File: src/frame_buf_pkg.sv
// frame buffer shared definitions
// sizes, address fields, stream data-type codes, burst and descriptor types
package frame_buf_pkg;

   localparam int num_banks    = 4;
   localparam int burst_words  = 16;    // 32-bit words, 64 bytes
   localparam int bank_bursts  = 64;
   localparam int addr_width   = 14;    // 16 KB, addresses wrap
   localparam int header_words = 8;
   localparam int queue_depth  = 4;
   localparam int dtype_width  = 4;

   // byte address is | burst_idx | bank | byte in burst |
   localparam int burst_bytes    = burst_words * 4;
   localparam int burst_shift    = $clog2(burst_bytes);
   localparam int bank_width     = $clog2(num_banks);
   localparam int idx_width      = $clog2(bank_bursts);
   localparam int word_sel_width = $clog2(burst_words);
   localparam int cnt_width      = word_sel_width + 1;

   typedef logic [dtype_width-1:0] dtype_t;

   localparam dtype_t dtype_frame_start  = 4'h0;
   localparam dtype_t dtype_frame_end    = 4'h1;
   localparam dtype_t dtype_header_start = 4'h2;
   localparam dtype_t dtype_header_end   = 4'h3;
   localparam dtype_t dtype_pixel        = 4'h4;
   localparam dtype_t dtype_header       = 4'h5;
   localparam dtype_t dtype_other        = 4'hf;  // never stored

   typedef logic [burst_words-1:0][31:0] burst_t;

   typedef struct packed {
      logic [addr_width-1:0] base;   // byte address of the header burst
      logic [addr_width-1:0] len;    // bytes, multiple of 64
   } frame_desc_t;

endpackage

File: src/frame_queue.sv
// frame queue
// circular FIFO of committed frame descriptors, head shown combinationally
module frame_queue #(
   parameter type item_t = frame_buf_pkg::frame_desc_t
) (
   input  logic  rclk,
   input  logic  resetb,
   input  logic  flush,
   input  logic  push,
   input  item_t push_item,
   input  logic  pop,
   output item_t head,
   output logic  full,
   output logic  not_empty
);
   import frame_buf_pkg::*;

   localparam int ptr_width = $clog2(queue_depth);

   item_t                entries [queue_depth];
   logic [ptr_width-1:0] rptr;
   logic [ptr_width-1:0] wptr;
   logic [ptr_width:0]   count;
   logic                 do_push;
   logic                 do_pop;

   assign full      = (count == (ptr_width + 1)'(queue_depth));
   assign not_empty = (count != '0);
   assign head      = entries[rptr];
   assign do_push   = push && !full;
   assign do_pop    = pop && not_empty;

   always_ff @(posedge rclk or negedge resetb) begin
      if (!resetb) begin
         rptr  <= '0;
         wptr  <= '0;
         count <= '0;
      end else if (flush) begin
         rptr  <= '0;
         wptr  <= '0;
         count <= '0;
      end else begin
         if (do_push)
            wptr <= wptr + 1'b1;
         if (do_pop)
            rptr <= rptr + 1'b1;
         if (do_push && !do_pop)
            count <= count + 1'b1;
         else if (do_pop && !do_push)
            count <= count - 1'b1;
      end
   end

   always_ff @(posedge rclk) begin
      if (do_push && !flush)
         entries[wptr] <= push_item;
   end

endmodule

File: config.mk
export PLATFORM = sky130hd
export DESIGN_NAME = frame_queue
export DESIGN_NICKNAME = d
export VERILOG_FILES = /design/src/frame_buf_pkg.sv /design/src/frame_queue.sv
export SDC_FILE = /design/constraint.sdc
export NUM_CORES = 1
export LEC_CHECK = 0
export BUFFER_PORTS_ARGS = -buffer_cell sky130_fd_sc_hd__buf_2
export CORE_MARGIN = 5
export CORE_UTILIZATION = 53
export CTS_BUF_LIST = sky130_fd_sc_hd__clkbuf_4 sky130_fd_sc_hd__clkbuf_8
export CTS_CLUSTER_SIZE = 12
export DETAILED_ROUTE_END_ITERATION = 10
export GPL_ROUTABILITY_DRIVEN = 0
export MAX_ROUTING_LAYER = met4
export PLACE_DENSITY = 0.77
export RECOVER_POWER = 100
export SETUP_SLACK_MARGIN = 0.3
export SYNTH_ARGS = -nofsm -noshare
export SYNTH_HDL_FRONTEND = slang
export SYNTH_SLANG_ARGS = --single-unit
File: constraint.sdc
create_clock -name rclk -period 2 [get_ports rclk]
set_input_delay 0.2 -clock rclk [delete_from_list [all_inputs] [get_ports rclk]]
set_output_delay 0.2 -clock rclk [all_outputs]
set_load 0.05 [all_outputs]
==> flow_summary_export.csv <==
group,metric,value,unit
yosys,syn-cell-area,0.00459,mm2
die,die_x,103,um
setup_path,critical_path_class,"flip-flop to primary output",
hold_path,hp-class,"input pin to flip-flop",
cts,cts-root-buf,"clkbuf_8",
route,avgRoutedWirePerCell,23.0,um
layout,fillers,527,
setup_path,cp.required,1800,ps
yosys,yosysTopAreaCellShare,73.3,%
yosys,synth_compound_area_share,1.91,%
die,fp.coreArea,0.00859,mm2
cts,cts_tree,"done",
route,drtIter0Drc,183,
layout,insertedDiodeCount,0,
route,wirelength,10.7,mm
global_route,grtUsageTotal,19.8,%
yosys,synthCells,207,
setup_path,start_kind,"flip-flop",
yosys,synth.distinct_cells,31,
timing,clock_skew,7.50,ps
route,firstDrtPassIters,5,
cts,clock_latency,420,ps
global_route,grt_pass1_vias,2630,
run_status,violations,"negative setup slack",
placement,dp_cells,383,
setup_path,endpoint_kind,"primary output",
yosys,ys_top_cells_by_count,"edfxtp_1 (112), mux4_2 (28), nor2_1 (9), dfrtp_1 (7), buf_2 (6)",
timing,min_period,2050,ps
placement,portBuffers,62,
setup_path,r2r_cells,8,
placement,hpwlAfterDp,5.23,mm
cts,htreeDepth,4,
layout,final_cell_count_no_fill,466,
die,die_h,103,um
route,drtAntennaViolNets,0,
layout,nets,383,
yosys,synth.avg_cell_area,22.2,um2
timing,worst_pin_slew,442,ps
cts,clk_pin_slew_worst_paths,70,ps
pwr,leakagePower,0.00220,uW
global_route,grt_pass1_wl,14.4,mm
pwr,powerDensity,1260,mW/mm2
setup_path,critPathArrivalTime,1850,ps
timing,hold_viol_final,0,
yosys,synth_edf_count,112,
timing,fin_tns_setup,-789,ps
yosys,synth.most_common_cell,"edfxtp_1",
yosys,synth_top_flop_cell,"edfxtp_1",
hold_path,holdPathStages,1,
yosys,yosys_warnings,0,
pwr,total_power,7880,uW
setup_path,endpoint,"head[15]",
yosys,async_flop_share,5.88,%
yosys,yosys.area.top_type,"edfxtp_1",
setup_path,rrSetupSlack,-50,ps
yosys,synth.area.mux_share,14.7,%
setup_path,cp_max_fo,7,
global_route,overflow,0,
yosys,synthTopCellsByArea,"edfxtp_1 (73%), mux4_2 (14%), dfrtp_1 (3.8%)",
route,num_vias,2590,
route,vias_per_cell,5.56,
setup_path,timing.rr.start,"count[1]$_DFFE_PN0P_",
route,drcViolationCount,0,
timing,slew_viol_final,0,
cts,cts-buffers-inserted,17,
setup_path,crit_start,"rptr[0]$_DFFE_PN0P_",
yosys,synthXorXnorAreaFrac,0.382,%
cts,cts_sinks,119,
die,row_count,34,
timing,rsz0062_at_grt,"true",
timing,maxSlewHeadroom,70.6,%
timing,setup_viol,25,
timing,finalCritPeriodShare,103,%
die,die_area,0.0106,mm2
cts,cts_buffer_depth,2,
die,ioPinCount,63,
yosys,synth_top_family_by_area,"multiplexers",
layout,layout-drive-gt1-share,40.8,%
timing,max_freq,487,MHz
timing,whs,101,ps
yosys,synth.net_count,245,
yosys,synthAdderAreaFrac,1.53,%
global_route,antenna_found_initial,0,
die,start_util,53.4,%
pwr,irDropWorstVdd,0.757,mV
global_route,grt_max_degree,29,
yosys,synth_seq_area_share,77.1,%
flow_run,maxCapViolations,0,
yosys,ys_ff_latch,119,
yosys,synthSimpleGateAreaFrac,2.65,%
run_status,status,"complete, but fails checks",
timing,finalWorstSetupSlack,-54.5,ps
layout,areaGrowthSynthToFinish,36.2,%
setup_path,r2r_end,"count[2]$_DFFE_PN0P_",
stage by stage:
step,setup WS (ps),area [um2],util (%)
after CTS,-39.2,6240,72.6
after floorplan,-127,4610,-
after global placement,24.5,5200,60.5
after detailed placement,-33.9,5200,60.5
final,-54.5,6250,72.7
after global routing,-122,6250,72.7
layout by cell type (no fill, tap or decap), types with 2 or more instances in the layout:
cell type	instances
mux2i_1	2
buf_2	5
clkinvlp_4	2
xor2_1	2
nand3b_1	2
mux4_2	28
dlygate4sd3_1	27
dfrtp_1	6
ha_1	4
a21oi_1	2
buf_6	30
nand3_1	2
and2_2	4
inv_1	5
clkbuf_1	30
clkbuf_2	7
buf_4	17
bufinv_16	2
edfxtp_1	112
clkbuf_4	7
nor3_4	2
clkbuf_8	17
clkinv_2	5
o21ai_0	2
clkinv_1	2
buf_8	3
nor2_1	9
clkbuf_16	3
buf_16	3
final cells by class:
class	instances	area (um2)	area share, %
Clock inverter	11	108	1.72
Clock buffer	21	264	4.23
Tap cell	108	135	2.16
Multi-Input combinational cell	72	1020	16.3
Inverter	6	30.0	0.481
Sequential cell	119	3540	56.6
Timing Repair Buffer	129	1150	18.5
registers in the layout, summed over array words and instances (netlist names):
name	cells
wptr	2
rptr	2
count	3
entries	112
kinds of logic (layout without fill, tap and decap cells):
family	Yosys count	after routing
mux	32	32
buf+inv	16	167
xor+xnor	2	2
simple gates	22	22
compound gates	11	11
fa+ha+maj	5	5
flops	119	119
worst max-delay path, stage by stage, from the launching register on:
cell     delay [ps]
dfrtp_2         430
buf_6           160
buf_16          150
mux4_2          530
buf_6           170
power breakdown:
part	switching (uW)	internal, uW
clock	878	1140
sequential	63.0	2880
combinational	1610	1310
total	2550	5330
routing by layer:
metal	wire length [um]	track usage, %	vias to the layer above
met2	5840	31.7	108
met1	4020	24.3	1331
met5	0	-	-
li1	-	-	1136
met4	199	7.47	0
met3	654	5.55	15
worst min-delay path by stage:
stage	from	slack [ps]	end
final	push_item[2]	100	entries[0][2]$_DFFE_PP_
after global routing	push_item[2]	80	entries[3][2]$_DFFE_PP_
after CTS	push_item[2]	1	entries[1][2]$_DFFE_PP_
after detailed placement	resetb	50	count[1]$_DFFE_PN0P_
after global placement	resetb	50	count[2]$_DFFE_PN0P_
after floorplan	resetb	-100	count[0]$_DFFE_PN0P_
what timing repair did:
action                     4_1_cts  5_1_grt
hold endpoints to repair       102        4
setup buffers                    7        3
hold buffers                    26        1
gates resized for setup         78       13
pin swaps                       11        5
setup endpoints to repair       51      145
gates cloned                     4       10
(Power assumes the default switching activity.)
